File: config.mk
export PLATFORM = sky130hd
export DESIGN_NAME = exu_muldiv
export DESIGN_NICKNAME = d
export VERILOG_FILES = /design/src/muldiv_pkg.sv /design/src/exu_muldiv_ctrl.sv /design/src/exu_mul.sv /design/src/exu_div.sv /design/src/exu_muldiv.sv
export SDC_FILE = /design/constraint.sdc
export NUM_CORES = 1
export LEC_CHECK = 0
export ABC_AREA = 0
export BUFFER_PORTS_ARGS = -buffer_cell sky130_fd_sc_hd__buf_4
export CORE_MARGIN = 2
export CORE_UTILIZATION = 35
export CTS_CLUSTER_DIAMETER = 100
export DETAILED_ROUTE_END_ITERATION = 12
export PLACE_DENSITY = 0.58
export SLEW_MARGIN = 15
export SYNTH_ARGS = -nofsm -noshare
export SYNTH_HDL_FRONTEND = slang
export SYNTH_HIERARCHICAL = 1
export SYNTH_SLANG_ARGS = --single-unit
export TNS_END_PERCENT = 30
File: constraint.sdc
create_clock -name clk -period 6.6 [get_ports clk]
set_input_delay 0.66 -clock clk [delete_from_list [all_inputs] [get_ports clk]]
set_output_delay 0.66 -clock clk [all_outputs]
set_load 0.01 [all_outputs]
File: src/muldiv_pkg.sv
/*
 * shared encodings for the M-extension execution subsystem
 * data width is a module parameter (XLEN) and does not live here
 */

package muldiv_pkg;

    // register file address, 32 architectural registers
    localparam int REG_ADDR_W = 5;

    // top bit marks the divide class, low two bits pick the variant
    typedef enum logic [2:0] {
        OP_MUL    = 3'b000,
        OP_MULH   = 3'b001,
        OP_MULHSU = 3'b010,
        OP_MULHU  = 3'b011,
        OP_DIV    = 3'b100,
        OP_DIVU   = 3'b101,
        OP_REM    = 3'b110,
        OP_REMU   = 3'b111
    } muldiv_op_e;

    // multiplier variant, same order as the low bits above
    typedef enum logic [1:0] {
        MUL_LO  = 2'b00,
        MUL_HSS = 2'b01,
        MUL_HSU = 2'b10,
        MUL_HUU = 2'b11
    } mul_op_e;

    // divider variant, same order as the low bits above
    typedef enum logic [1:0] {
        DIV_S = 2'b00,
        DIV_U = 2'b01,
        REM_S = 2'b10,
        REM_U = 2'b11
    } div_op_e;

endpackage

File: src/exu_muldiv_ctrl.sv
/*
 * request decode, start pulses, pipeline hold and write-back merge
 * dispatch must keep the request stable while the hold flag is high
 * only one unit is in flight at a time
 */

`timescale 1ns/1ps

module exu_muldiv_ctrl import muldiv_pkg::*; #(
    parameter int XLEN = 32
) (
    input  logic                  clk,
    input  logic                  reset_i,

    // dispatch side
    input  logic                  req_muldiv_i,
    input  muldiv_op_e            muldiv_op_i,
    input  logic [REG_ADDR_W-1:0] reg_waddr_i,
    input  logic [XLEN-1:0]       reg1_rdata_i,
    input  logic [XLEN-1:0]       reg2_rdata_i,

    // multiplier status
    input  logic                  mul_ready_i,
    input  logic                  mul_busy_i,
    input  logic [XLEN-1:0]       mul_result_i,
    input  logic [REG_ADDR_W-1:0] mul_reg_waddr_i,

    // divider status
    input  logic                  div_ready_i,
    input  logic                  div_busy_i,
    input  logic [XLEN-1:0]       div_result_i,
    input  logic [REG_ADDR_W-1:0] div_reg_waddr_i,

    // multiplier command
    output logic                  mul_start_o,
    output mul_op_e               mul_op_o,
    output logic [XLEN-1:0]       mul_multiplicand_o,
    output logic [XLEN-1:0]       mul_multiplier_o,
    output logic [REG_ADDR_W-1:0] mul_reg_waddr_o,

    // divider command
    output logic                  div_start_o,
    output div_op_e               div_op_o,
    output logic [XLEN-1:0]       div_dividend_o,
    output logic [XLEN-1:0]       div_divisor_o,
    output logic [REG_ADDR_W-1:0] div_reg_waddr_o,

    // pipeline hold and register write-back
    output logic                  muldiv_hold_flag_o,
    output logic                  reg_we_o,
    output logic [REG_ADDR_W-1:0] reg_waddr_o,
    output logic [XLEN-1:0]       reg_wdata_o
);

    logic is_mul_req;
    logic is_div_req;
    logic started_q;

    // class split on the top opcode bit
    assign is_div_req = req_muldiv_i && muldiv_op_i[2];
    assign is_mul_req = req_muldiv_i && !muldiv_op_i[2];

    assign mul_op_o           = mul_op_e'(muldiv_op_i[1:0]);
    assign mul_multiplicand_o = reg1_rdata_i;
    assign mul_multiplier_o   = reg2_rdata_i;
    assign mul_reg_waddr_o    = reg_waddr_i;

    assign div_op_o           = div_op_e'(muldiv_op_i[1:0]);
    assign div_dividend_o     = reg1_rdata_i;
    assign div_divisor_o      = reg2_rdata_i;
    assign div_reg_waddr_o    = reg_waddr_i;

    // one start per request, never while the unit is occupied
    assign mul_start_o = is_mul_req && !mul_busy_i && !mul_ready_i && !started_q;
    assign div_start_o = is_div_req && !div_busy_i && !div_ready_i && !started_q;

    // request already issued, cleared when its result is written
    always_ff @(posedge clk) begin
        if (reset_i) begin
            started_q <= 1'b0;
        end else if (mul_ready_i || div_ready_i) begin
            started_q <= 1'b0;
        end else if (mul_start_o || div_start_o) begin
            started_q <= 1'b1;
        end
    end

    // drops in the write-back cycle so dispatch can move on
    assign muldiv_hold_flag_o = (is_mul_req && !mul_ready_i) ||
                                (is_div_req && !div_ready_i) ||
                                mul_busy_i || div_busy_i;

    // ready pulses never overlap
    always_comb begin
        reg_we_o    = mul_ready_i || div_ready_i;
        reg_waddr_o = '0;
        reg_wdata_o = '0;
        if (mul_ready_i) begin
            reg_waddr_o = mul_reg_waddr_i;
            reg_wdata_o = mul_result_i;
        end else if (div_ready_i) begin
            reg_waddr_o = div_reg_waddr_i;
            reg_wdata_o = div_result_i;
        end
    end

endmodule

File: src/exu_mul.sv
/*
 * iterative shift-add multiplier, one partial product per cycle
 * ready pulses XLEN cycles after start, XLEN must be at least 2
 * start is ignored while busy
 */

`timescale 1ns/1ps

module exu_mul import muldiv_pkg::*; #(
    parameter int XLEN = 32
) (
    input  logic                  clk,
    input  logic                  reset_i,
    input  logic                  start_i,
    input  mul_op_e               op_i,
    input  logic [XLEN-1:0]       multiplicand_i,
    input  logic [XLEN-1:0]       multiplier_i,
    input  logic [REG_ADDR_W-1:0] reg_waddr_i,
    output logic                  busy_o,
    output logic                  ready_o,
    output logic [XLEN-1:0]       result_o,
    output logic [REG_ADDR_W-1:0] reg_waddr_o
);

    localparam int CNT_W = $clog2(XLEN);

    logic [2*XLEN-1:0]     a_ext;
    logic                  b_signed;
    logic [2*XLEN-1:0]     a_q;
    logic [XLEN-1:0]       b_q;
    logic [2*XLEN-1:0]     acc_q;
    logic                  b_signed_q;
    mul_op_e               op_q;
    logic [REG_ADDR_W-1:0] waddr_q;
    logic [CNT_W-1:0]      cnt_q;
    logic                  busy_q;
    logic                  ready_q;

    // multiplicand is signed for both MULH and MULHSU
    always_comb begin
        b_signed = (op_i == MUL_HSS);
        if (op_i == MUL_HSS || op_i == MUL_HSU) begin
            a_ext = {{XLEN{multiplicand_i[XLEN-1]}}, multiplicand_i};
        end else begin
            a_ext = {{XLEN{1'b0}}, multiplicand_i};
        end
    end

    always_ff @(posedge clk) begin
        if (reset_i) begin
            busy_q  <= 1'b0;
            ready_q <= 1'b0;
            cnt_q   <= '0;
        end else begin
            ready_q <= 1'b0;
            if (start_i && !busy_q) begin
                busy_q <= 1'b1;
                cnt_q  <= CNT_W'(1);
            end else if (busy_q) begin
                cnt_q <= cnt_q + 1'b1;
                if (cnt_q == CNT_W'(XLEN-1)) begin
                    busy_q  <= 1'b0;
                    ready_q <= 1'b1;
                end
            end
        end
    end

    // datapath, first partial product is taken in the start cycle
    always_ff @(posedge clk) begin
        if (start_i && !busy_q) begin
            acc_q      <= multiplier_i[0] ? a_ext : '0;
            a_q        <= a_ext << 1;
            b_q        <= multiplier_i >> 1;
            b_signed_q <= b_signed;
            op_q       <= op_i;
            waddr_q    <= reg_waddr_i;
        end else if (busy_q) begin
            // top bit of a signed multiplier weighs -2^(XLEN-1)
            if (b_q[0]) begin
                if (b_signed_q && cnt_q == CNT_W'(XLEN-1)) begin
                    acc_q <= acc_q - a_q;
                end else begin
                    acc_q <= acc_q + a_q;
                end
            end
            a_q <= a_q << 1;
            b_q <= b_q >> 1;
        end
    end

    assign result_o    = (op_q == MUL_LO) ? acc_q[XLEN-1:0] : acc_q[2*XLEN-1:XLEN];
    assign reg_waddr_o = waddr_q;
    assign busy_o      = busy_q;
    assign ready_o     = ready_q;

endmodule

File: src/exu_div.sv
/*
 * iterative restoring divider with RISC-V divide-by-zero and overflow results
 * ready pulses XLEN+2 cycles after start, special cases take the same time
 * start is ignored while busy
 */

`timescale 1ns/1ps

module exu_div import muldiv_pkg::*; #(
    parameter int XLEN = 32
) (
    input  logic                  clk,
    input  logic                  reset_i,
    input  logic                  start_i,
    input  div_op_e               op_i,
    input  logic [XLEN-1:0]       dividend_i,
    input  logic [XLEN-1:0]       divisor_i,
    input  logic [REG_ADDR_W-1:0] reg_waddr_i,
    output logic                  busy_o,
    output logic                  ready_o,
    output logic [XLEN-1:0]       result_o,
    output logic [REG_ADDR_W-1:0] reg_waddr_o
);

    localparam int CNT_W = $clog2(XLEN);
    localparam logic [XLEN-1:0] MOST_NEG = {1'b1, {(XLEN-1){1'b0}}};

    logic                  is_signed;
    logic [XLEN:0]         rem_shift;
    logic                  step_ge;
    logic [XLEN-1:0]       quo_fix;
    logic [XLEN-1:0]       rem_fix;

    logic [XLEN-1:0]       dvd_q;
    logic [XLEN-1:0]       dvs_q;
    logic [XLEN-1:0]       quo_q;
    logic [XLEN-1:0]       rem_q;
    logic                  neg_a_q;
    logic                  neg_b_q;
    logic                  zero_q;
    logic                  ovf_q;
    div_op_e               op_q;
    logic [REG_ADDR_W-1:0] waddr_q;
    logic [CNT_W-1:0]      cnt_q;
    logic                  setup_q;
    logic                  busy_q;
    logic                  ready_q;

    assign is_signed = (op_i == DIV_S) || (op_i == REM_S);

    // one restoring step, the shifted remainder needs one extra bit
    assign rem_shift = {rem_q, quo_q[XLEN-1]};
    assign step_ge   = rem_shift >= {1'b0, dvs_q};

    always_ff @(posedge clk) begin
        if (reset_i) begin
            busy_q  <= 1'b0;
            setup_q <= 1'b0;
            ready_q <= 1'b0;
            cnt_q   <= '0;
        end else begin
            ready_q <= 1'b0;
            if (start_i && !busy_q) begin
                busy_q  <= 1'b1;
                setup_q <= 1'b1;
            end else if (busy_q && setup_q) begin
                setup_q <= 1'b0;
                cnt_q   <= '0;
            end else if (busy_q) begin
                cnt_q <= cnt_q + 1'b1;
                if (cnt_q == CNT_W'(XLEN-1)) begin
                    busy_q  <= 1'b0;
                    ready_q <= 1'b1;
                end
            end
        end
    end

    always_ff @(posedge clk) begin
        if (start_i && !busy_q) begin
            dvd_q   <= dividend_i;
            dvs_q   <= divisor_i;
            neg_a_q <= is_signed && dividend_i[XLEN-1];
            neg_b_q <= is_signed && divisor_i[XLEN-1];
            zero_q  <= (divisor_i == '0);
            ovf_q   <= is_signed && (dividend_i == MOST_NEG) && (divisor_i == '1);
            op_q    <= op_i;
            waddr_q <= reg_waddr_i;
        end else if (busy_q && setup_q) begin
            // magnitudes, most negative maps onto itself as unsigned
            quo_q <= neg_a_q ? -dvd_q : dvd_q;
            dvs_q <= neg_b_q ? -dvs_q : dvs_q;
            rem_q <= '0;
        end else if (busy_q) begin
            if (step_ge) begin
                rem_q <= XLEN'(rem_shift - {1'b0, dvs_q});
            end else begin
                rem_q <= rem_shift[XLEN-1:0];
            end
            quo_q <= {quo_q[XLEN-2:0], step_ge};
        end
    end

    // sign correction in the ready cycle
    assign quo_fix = (neg_a_q ^ neg_b_q) ? -quo_q : quo_q;
    assign rem_fix = neg_a_q ? -rem_q : rem_q;

    always_comb begin
        if (op_q == DIV_S || op_q == DIV_U) begin
            if (zero_q) begin
                result_o = '1;
            end else if (ovf_q) begin
                result_o = dvd_q;
            end else begin
                result_o = quo_fix;
            end
        end else begin
            if (zero_q) begin
                result_o = dvd_q;
            end else if (ovf_q) begin
                result_o = '0;
            end else begin
                result_o = rem_fix;
            end
        end
    end

    assign reg_waddr_o = waddr_q;
    assign busy_o      = busy_q;
    assign ready_o     = ready_q;

endmodule

File: src/exu_muldiv.sv
/*
 * M-extension execution subsystem top level
 * XLEN is passed down to the control block and both units
 */

`timescale 1ns/1ps

module exu_muldiv import muldiv_pkg::*; #(
    parameter int XLEN = 32
) (
    input  logic                  clk,
    input  logic                  reset_i,
    input  logic                  req_muldiv_i,
    input  muldiv_op_e            muldiv_op_i,
    input  logic [REG_ADDR_W-1:0] reg_waddr_i,
    input  logic [XLEN-1:0]       reg1_rdata_i,
    input  logic [XLEN-1:0]       reg2_rdata_i,
    output logic                  muldiv_hold_flag_o,
    output logic                  reg_we_o,
    output logic [REG_ADDR_W-1:0] reg_waddr_o,
    output logic [XLEN-1:0]       reg_wdata_o
);

    // control to multiplier
    logic                  mul_start;
    mul_op_e               mul_op;
    logic [XLEN-1:0]       mul_multiplicand;
    logic [XLEN-1:0]       mul_multiplier;
    logic [REG_ADDR_W-1:0] mul_waddr_in;

    // multiplier to control
    logic                  mul_busy;
    logic                  mul_ready;
    logic [XLEN-1:0]       mul_result;
    logic [REG_ADDR_W-1:0] mul_waddr_out;

    // control to divider
    logic                  div_start;
    div_op_e               div_op;
    logic [XLEN-1:0]       div_dividend;
    logic [XLEN-1:0]       div_divisor;
    logic [REG_ADDR_W-1:0] div_waddr_in;

    // divider to control
    logic                  div_busy;
    logic                  div_ready;
    logic [XLEN-1:0]       div_result;
    logic [REG_ADDR_W-1:0] div_waddr_out;

    exu_muldiv_ctrl #(
        .XLEN (XLEN)
    ) exu_muldiv_ctrl_inst (
        .clk                (clk),
        .reset_i            (reset_i),
        .req_muldiv_i       (req_muldiv_i),
        .muldiv_op_i        (muldiv_op_i),
        .reg_waddr_i        (reg_waddr_i),
        .reg1_rdata_i       (reg1_rdata_i),
        .reg2_rdata_i       (reg2_rdata_i),
        .mul_ready_i        (mul_ready),
        .mul_busy_i         (mul_busy),
        .mul_result_i       (mul_result),
        .mul_reg_waddr_i    (mul_waddr_out),
        .div_ready_i        (div_ready),
        .div_busy_i         (div_busy),
        .div_result_i       (div_result),
        .div_reg_waddr_i    (div_waddr_out),
        .mul_start_o        (mul_start),
        .mul_op_o           (mul_op),
        .mul_multiplicand_o (mul_multiplicand),
        .mul_multiplier_o   (mul_multiplier),
        .mul_reg_waddr_o    (mul_waddr_in),
        .div_start_o        (div_start),
        .div_op_o           (div_op),
        .div_dividend_o     (div_dividend),
        .div_divisor_o      (div_divisor),
        .div_reg_waddr_o    (div_waddr_in),
        .muldiv_hold_flag_o (muldiv_hold_flag_o),
        .reg_we_o           (reg_we_o),
        .reg_waddr_o        (reg_waddr_o),
        .reg_wdata_o        (reg_wdata_o)
    );

    exu_mul #(
        .XLEN (XLEN)
    ) exu_mul_inst (
        .clk            (clk),
        .reset_i        (reset_i),
        .start_i        (mul_start),
        .op_i           (mul_op),
        .multiplicand_i (mul_multiplicand),
        .multiplier_i   (mul_multiplier),
        .reg_waddr_i    (mul_waddr_in),
        .busy_o         (mul_busy),
        .ready_o        (mul_ready),
        .result_o       (mul_result),
        .reg_waddr_o    (mul_waddr_out)
    );

    exu_div #(
        .XLEN (XLEN)
    ) exu_div_inst (
        .clk         (clk),
        .reset_i     (reset_i),
        .start_i     (div_start),
        .op_i        (div_op),
        .dividend_i  (div_dividend),
        .divisor_i   (div_divisor),
        .reg_waddr_i (div_waddr_in),
        .busy_o      (div_busy),
        .ready_o     (div_ready),
        .result_o    (div_result),
        .reg_waddr_o (div_waddr_out)
    );

endmodule

==> results of run 1 <==
## critical path, stage by stage (launching register included)
cell and delay (ns):
edfxtp_1 0.44, or4_1 0.61, or4_1 0.62, or3_1 0.45, nor2_1 0.22, nand2_1 0.11
o31ai_1 0.27, xor2_1 0.14, ha_1 0.41, and2_1 0.22, nand3_1 0.16, or4_1 0.58
nor3_1 0.15, a32o_1 0.29, o21ai_0 0.14, a2111oi_0 0.57, o31a_1 0.22, o31ai_1 0.06
## routing by layer
layer / wire (um) / track usage [%] / part of all wire (%)
met5: 104 / 0 / 0.13
met4: 1990 / 5.74 / 2.4
met3: 7210 / 4.53 / 8.9
met2: 33800 / 31.4 / 41
met1: 38300 / 31.7 / 47
## per-stage QoR
step	instances	setup WS, ns	util (%)	area [um2]	total power [mW]
after floorplan	2830	1.51	-	25000	4.15
after global placement	3620	0.670	36.4	25600	4.66
final	3699	0.640	38.2	26900	6.91
after global routing	3697	0.219	38.2	26900	7.25
after detailed placement	3620	0.666	36.4	25600	4.69
after CTS	3696	0.666	38.2	26900	6.94
## synthesized netlist by cell type (all sizes together), types with 11 or more instances
library cell | number | share of area (%)
and2 | 11 | 0.28
a31oi | 18 | 0.45
o21bai | 13 | 0.39
o21ai | 209 | 4.2
inv | 85 | 1.3
o31ai | 51 | 1.5
dfxtp | 16 | 1.3
a21oi | 231 | 4.6
mux2 | 32 | 1.4
nor4 | 42 | 1.2
edfxtp | 304 | 37
or4 | 24 | 0.78
nand3 | 74 | 1.5
clkbuf | 121 | 1.8
nor3 | 53 | 1.1
xor2 | 121 | 4.2
or3 | 20 | 0.52
buf | 166 | 4.7
a211oi | 14 | 0.42
ha | 104 | 5.2
o211ai | 13 | 0.39
and3 | 16 | 0.42
o21a | 18 | 0.54
xnor2 | 131 | 4.6
nand4 | 44 | 1.2
nor2 | 212 | 3.3
nand2b | 19 | 0.48
nor2b | 16 | 0.40
o41ai | 22 | 0.77
a22o | 37 | 1.3
a22oi | 13 | 0.39
a21o | 76 | 2.3
or2 | 12 | 0.30
nand2 | 371 | 5.6
mux2i | 29 | 1.2
## area by class of cell
type / count / area [um2]
inverter: 87 / 329
tap: 940 / 1180
sequential: 320 / 9450
fill: 7148 / 43500
timing repair buffer: 137 / 1030
clock inverter: 23 / 144
clock buffer: 53 / 1180
antenna: 3 / 7.51
multi-input combinational: 2136 / 13600
## cell families after synthesis
| logic type | count (synthesis) | synth area share, % |
|---|---|---|
| flip-flops | 320 | 37.8 |
| XOR/XNOR | 252 | 8.84 |
| buffers and inverters | 374 | 7.85 |
| multiplexers | 61 | 2.61 |
| AO/OA/AOI/OAI | 776 | 19.5 |
| AND/OR/NAND/NOR | 941 | 18.0 |
| adder cells (fa/ha/maj) | 106 | 5.37 |
## where the power goes
| part | switching [mW] | leakage [nW] | internal [mW] | total (mW) |
|---|---|---|---|---|
| Combinational | 1.21 | 6.70 | 0.745 | 1.95 |
| Clock | 0.960 | 0.651 | 1.27 | 2.23 |
| Sequential | 0.199 | 2.96 | 2.53 | 2.73 |
## registers in the layout (all words and copies together) (netlist names), 2 cells and up
| name | cells |
|---|---|
| exu_mul_inst/acc_q | 64 |
| exu_mul_inst/a_q | 63 |
| exu_div_inst/dvd_q | 32 |
| exu_div_inst/dvs_q | 32 |
| exu_div_inst/quo_q | 32 |
| exu_div_inst/rem_q | 32 |
| exu_mul_inst/b_q | 31 |
| exu_div_inst/cnt_q | 5 |
| exu_div_inst/reg_waddr_o | 5 |
| exu_mul_inst/cnt_q | 5 |
| exu_mul_inst/reg_waddr_o | 5 |
| exu_mul_inst/op_q | 2 |
## worst paths after layout
check        cells past startpoint                                         from                                          end  slack [ns]
max                             17               exu_mul_inst/a_q[13]$_DFFE_PP_             exu_mul_inst/acc_q[62]$_DFFE_PP_        0.64
min                              1                               reg_waddr_i[2]        exu_div_inst/reg_waddr_o[2]$_DFFE_PP_        0.27
max reg2reg                     17               exu_mul_inst/a_q[13]$_DFFE_PP_             exu_mul_inst/acc_q[62]$_DFFE_PP_        0.64
min reg2reg                      2  exu_muldiv_ctrl_inst/started_q$_SDFFE_PP0P_  exu_muldiv_ctrl_inst/started_q$_SDFFE_PP0P_        0.51
==> flow_summary.yaml, run 1 <==
setup_path:
  critPathMaxFanout: 6
  cp-start-kind: "register"
  end_kind: "register"
  required_ns: 6.89
  arrival_ns: 6.25
  worstSetupPathType: "register to register"
logic_synthesis:
  synth-seq-area-share_pct: 37.8
  synthCells: 2830
  ys_seq_elements: 320
  synth_edf_count: 304
  postSynthAreaPerCell_um2: 8.83
  synth_cell_type_count: 89
  syn_nets: 3011
  synth_top_flop_cell: "edfxtp_1"
  ys.warnings.count: 6
  syn-cell-area_um2: 25000
  async_flop_share_pct: 0
power_and_ir_drop:
  cellLeakagePower_nw: 10.3
  power.density_nw_per_um2: 257
  ir_drop_mv: 0.163
global_route:
  grt_max_degree: 89
  track_usage_pct: 21.4
  grt_pass1_wl_mm: 123
  grt_pass1_vias: 20000
  antenna_found_initial: 10
  grt_overflow: 0
sta:
  fmax_mhz: 168
  post-route-period-util_pct: 90.3
  min_period_ns: 5.96
  setup-violations-final: 0
  final.setup.tns_ns: 0
  fin_hold_ws_ns: 0.266
  hold_viol: 0
  relSlewSlack_pct: 23.8
  fin_skew_ns: 0.0180
  grt_setup_unrepaired: "no"
  slew_violations: 0
  max_slew.worst_pin.slew_ns: 1.14
clock_tree:
  cts_tree: "built"
  clock-root-buffer: "clkbuf_16"
  cts_setup_buffers: 0
  cts_resized: 0
  clkLatencyLatePin_ns: 0.59
  cts_buffer_depth: 3
  htree_levels: 2
  clkSinkCount: 320
  hold_buffers: 0
  numCtsBuffers: 42
  path_clk_slew_ns: 0.06
floorplanning:
  ios: 114
  core_area_um2: 70400
  initial_utilization_pct: 35.5
  die_x_um: 271
  die_h_um: 271
  fp-row-count: 97
  die_area_um2: 73500
flow_run:
  drv_cap: 0
layout:
  mostFrequentLayoutCell: "nand2_1"
  drive_gt1_share_pct: 10.4
  nNetsFinal: 2905
  layout_common_cells: "nand2_1 (367), edfxtp_1 (304), a21oi_1 (231)"
  areaGrowthSynthToFinish_pct: 7.78
routing:
  wl_per_cell_um: 22.0
  drtIter0Drc: 2426
  route.detailed.drc: 0
  drt_pass1_iterations: 5
  drt_wl_total_mm: 81.4
  via_per_inst: 5.77
  drt.antenna.violating_nets: 0
  num_vias: 21300
outcome:
  status: "finished clean"
place:
  portBuffers: 113
  hpwl_mm: 62.0
  gp_congestion: 0.944
worst_hold_path:
  min_path_type: "input port to register"
(Power assumes the default switching activity.)
==> inputs of run 2 (changes only) <==
==> constraint.sdc (replaced) <==
create_clock -name clk -period 6.6 [get_ports clk]
set_input_delay 1.32 -clock clk [delete_from_list [all_inputs] [get_ports clk]]
set_output_delay 1.32 -clock clk [all_outputs]
set_load 0.01 [all_outputs]
==> run 2 against run 1 <==
  * Sequential share of layout area barely moved
  * Sequential power is essentially flat
  * Clock-buffer cell count increased by 4
  * Hold slack gained 0.24 ns
  * Critical path depth unchanged
  * Final cell count about the same
  * Setup slack worse by 0.062 ns
  * Clock power about the same
  * Critical endpoint unchanged
==> flow_summary.yaml, run 2 (same netlist as run 1, synthesis figures left out) <==
layout:
  regMostFlops: "exu_mul_inst/acc_q"
  largest_reg_flops: 64
  mostFrequentLayoutCell: "nand2_1"
  final_core_util_pct: 38.3
  drive_gt1_share_pct: 10.3
  layout_common_cells: "nand2_1 (367), edfxtp_1 (304), a21oi_1 (231)"
  largest_registers: "exu_mul_inst/acc_q: 64 flops, exu_mul_inst/a_q: 63 flops"
  nNetsFinal: 2904
  areaGrowthSynthToFinish_pct: 7.91
global_route:
  track_usage_pct: 21.8
  grt_pass1_vias: 20100
  grt_max_degree: 90
  grt_overflow: 0
  antenna_found_initial: 11
  grt_pass1_wl_mm: 125
routing:
  drtIter0Drc: 2038
  route.detailed.drc: 0
  drt_wl_total_mm: 82.7
  drt.antenna.violating_nets: 0
  num_vias: 21400
  via_per_inst: 5.78
  wl_per_cell_um: 22.4
  drt_pass1_iterations: 5
outcome:
  status: "finished clean"
worst_hold_path:
  whs_path_depth: 2
  min_path_type: "register to register"
clock_tree:
  numCtsBuffers: 42
  cts_tree: "built"
  path_clk_slew_ns: 0.06
  htree_levels: 2
  clkLatencyLatePin_ns: 0.57
  hold_buffers: 0
  cts_setup_buffers: 0
  clock-root-buffer: "clkbuf_16"
  cts_resized: 0
  clkSinkCount: 320
  cts_buffer_depth: 3
sta:
  relSlewSlack_pct: 22.3
  setup-violations-final: 0
  slew_violations: 0
  fin_skew_ns: 0.0136
  fin_hold_ws_ns: 0.509
  max_slew.worst_pin.slew_ns: 1.17
  post-route-period-util_pct: 91.2
  fmax_mhz: 166
  hold_viol: 0
  grt_setup_unrepaired: "no"
  min_period_ns: 6.02
  final.setup.tns_ns: 0
place:
  gp_congestion: 0.935
  portBuffers: 113
  hpwl_mm: 62.8
power_and_ir_drop:
  ir_drop_mv: 0.163
  cellLeakagePower_nw: 10.3
  power.density_nw_per_um2: 258
floorplanning:
  core_area_um2: 70400
  die_area_um2: 73500
  die_x_um: 271
  fp-row-count: 97
  die_h_um: 271
  initial_utilization_pct: 35.5
  ios: 114
setup_path:
  end_kind: "register"
  crit_path_top_delay_cell: "or4_1"
  critPathBufInv: 0
  crit_top_cell: "or4_1"
  crit_chain: "or4_1 -> or4_1 -> or3_1 -> nor2_1 -> nand2_1 -> o31ai_1 -> xor2_1 -> ha_1 -> and2_1 -> nand3_1 -> or4_1 -> nor3_1 -> a32o_1 -> o21ai_0 -> a2111oi_0 -> o31a_1 -> o31ai_1"
  crit_path_max_incr_delay_ns: 0.64
  crit_family: "simple AND/OR/NAND/NOR gates"
  critPathMaxFanout: 6
  worstSetupPathType: "register to register"
  crit_cells: 17
  arrival_ns: 6.28
  required_ns: 6.86
  cp-start-kind: "register"
  rr_worst_depth: 17
flow_run:
  drv_cap: 0
[run 2: power breakdown]
group          total [mW]  switching [mW]  internal [mW]
combinational        1.97            1.22          0.746
clock                2.25           0.926           1.33
sequential           2.73           0.205           2.53
total                6.95            2.35           4.60
[run 2: metrics by stage]
| step | setup slack [ns] | power (mW) | area, um2 | cells |
|---|---|---|---|---|
| 6_report | 0.578 | 6.95 | 26900 | 3696 |
| 5_1_grt | 0.263 | 7.30 | 26900 | 3695 |
| 4_1_cts | 0.606 | 6.97 | 26900 | 3695 |
| 3_5_place_dp | 0.666 | 4.69 | 25600 | 3619 |
| 3_3_place_gp | 0.691 | 4.66 | 25600 | 3619 |
| 2_1_floorplan | 1.51 | 4.15 | 25000 | 2830 |
[run 2: layout make-up]
class	instances	area, um2
fill	7170	43400
multi-input combinational	2136	13600
sequential	320	9450
tap	940	1180
clock buffer	57	1170
timing repair buffer	136	1030
inverter	87	329
clock inverter	19	171
antenna	1	2.50
[run 2: worst reg2reg max path, cell delays in order (launching register included)]
cell       delay [ns]
edfxtp_1         0.45
or4_1            0.63
or4_1            0.64
or3_1            0.48
nor2_1           0.19
nand2_1          0.10
o31ai_1          0.36
xor2_1           0.12
ha_1             0.40
and2_1           0.20
nand3_1          0.15
or4_1            0.59
nor3_1           0.16
a32o_1           0.26
o21ai_0          0.12
a2111oi_0        0.59
o31a_1           0.22
o31ai_1          0.07
[run 2: path summary, 6_finish.rpt]
check | startpoint | end | slack (ns)
worst max-delay path | exu_mul_inst/a_q[13]$_DFFE_PP_ | exu_mul_inst/acc_q[62]$_DFFE_PP_ | 0.58
worst min-delay path | exu_muldiv_ctrl_inst/started_q$_SDFFE_PP0P_ | exu_muldiv_ctrl_inst/started_q$_SDFFE_PP0P_ | 0.51
worst max register to register | exu_mul_inst/a_q[13]$_DFFE_PP_ | exu_mul_inst/acc_q[62]$_DFFE_PP_ | 0.58
worst min register to register | exu_muldiv_ctrl_inst/started_q$_SDFFE_PP0P_ | exu_muldiv_ctrl_inst/started_q$_SDFFE_PP0P_ | 0.51
[run 2: per-layer routing]
metal,part of all wire (%),vias up,track usage [%]
li1,-,9976,-
met1,47,10400,32.5
met2,41,828,31.6
met3,8.6,138,4.33
met4,3.0,20,6.81
met5,0.15,-,0
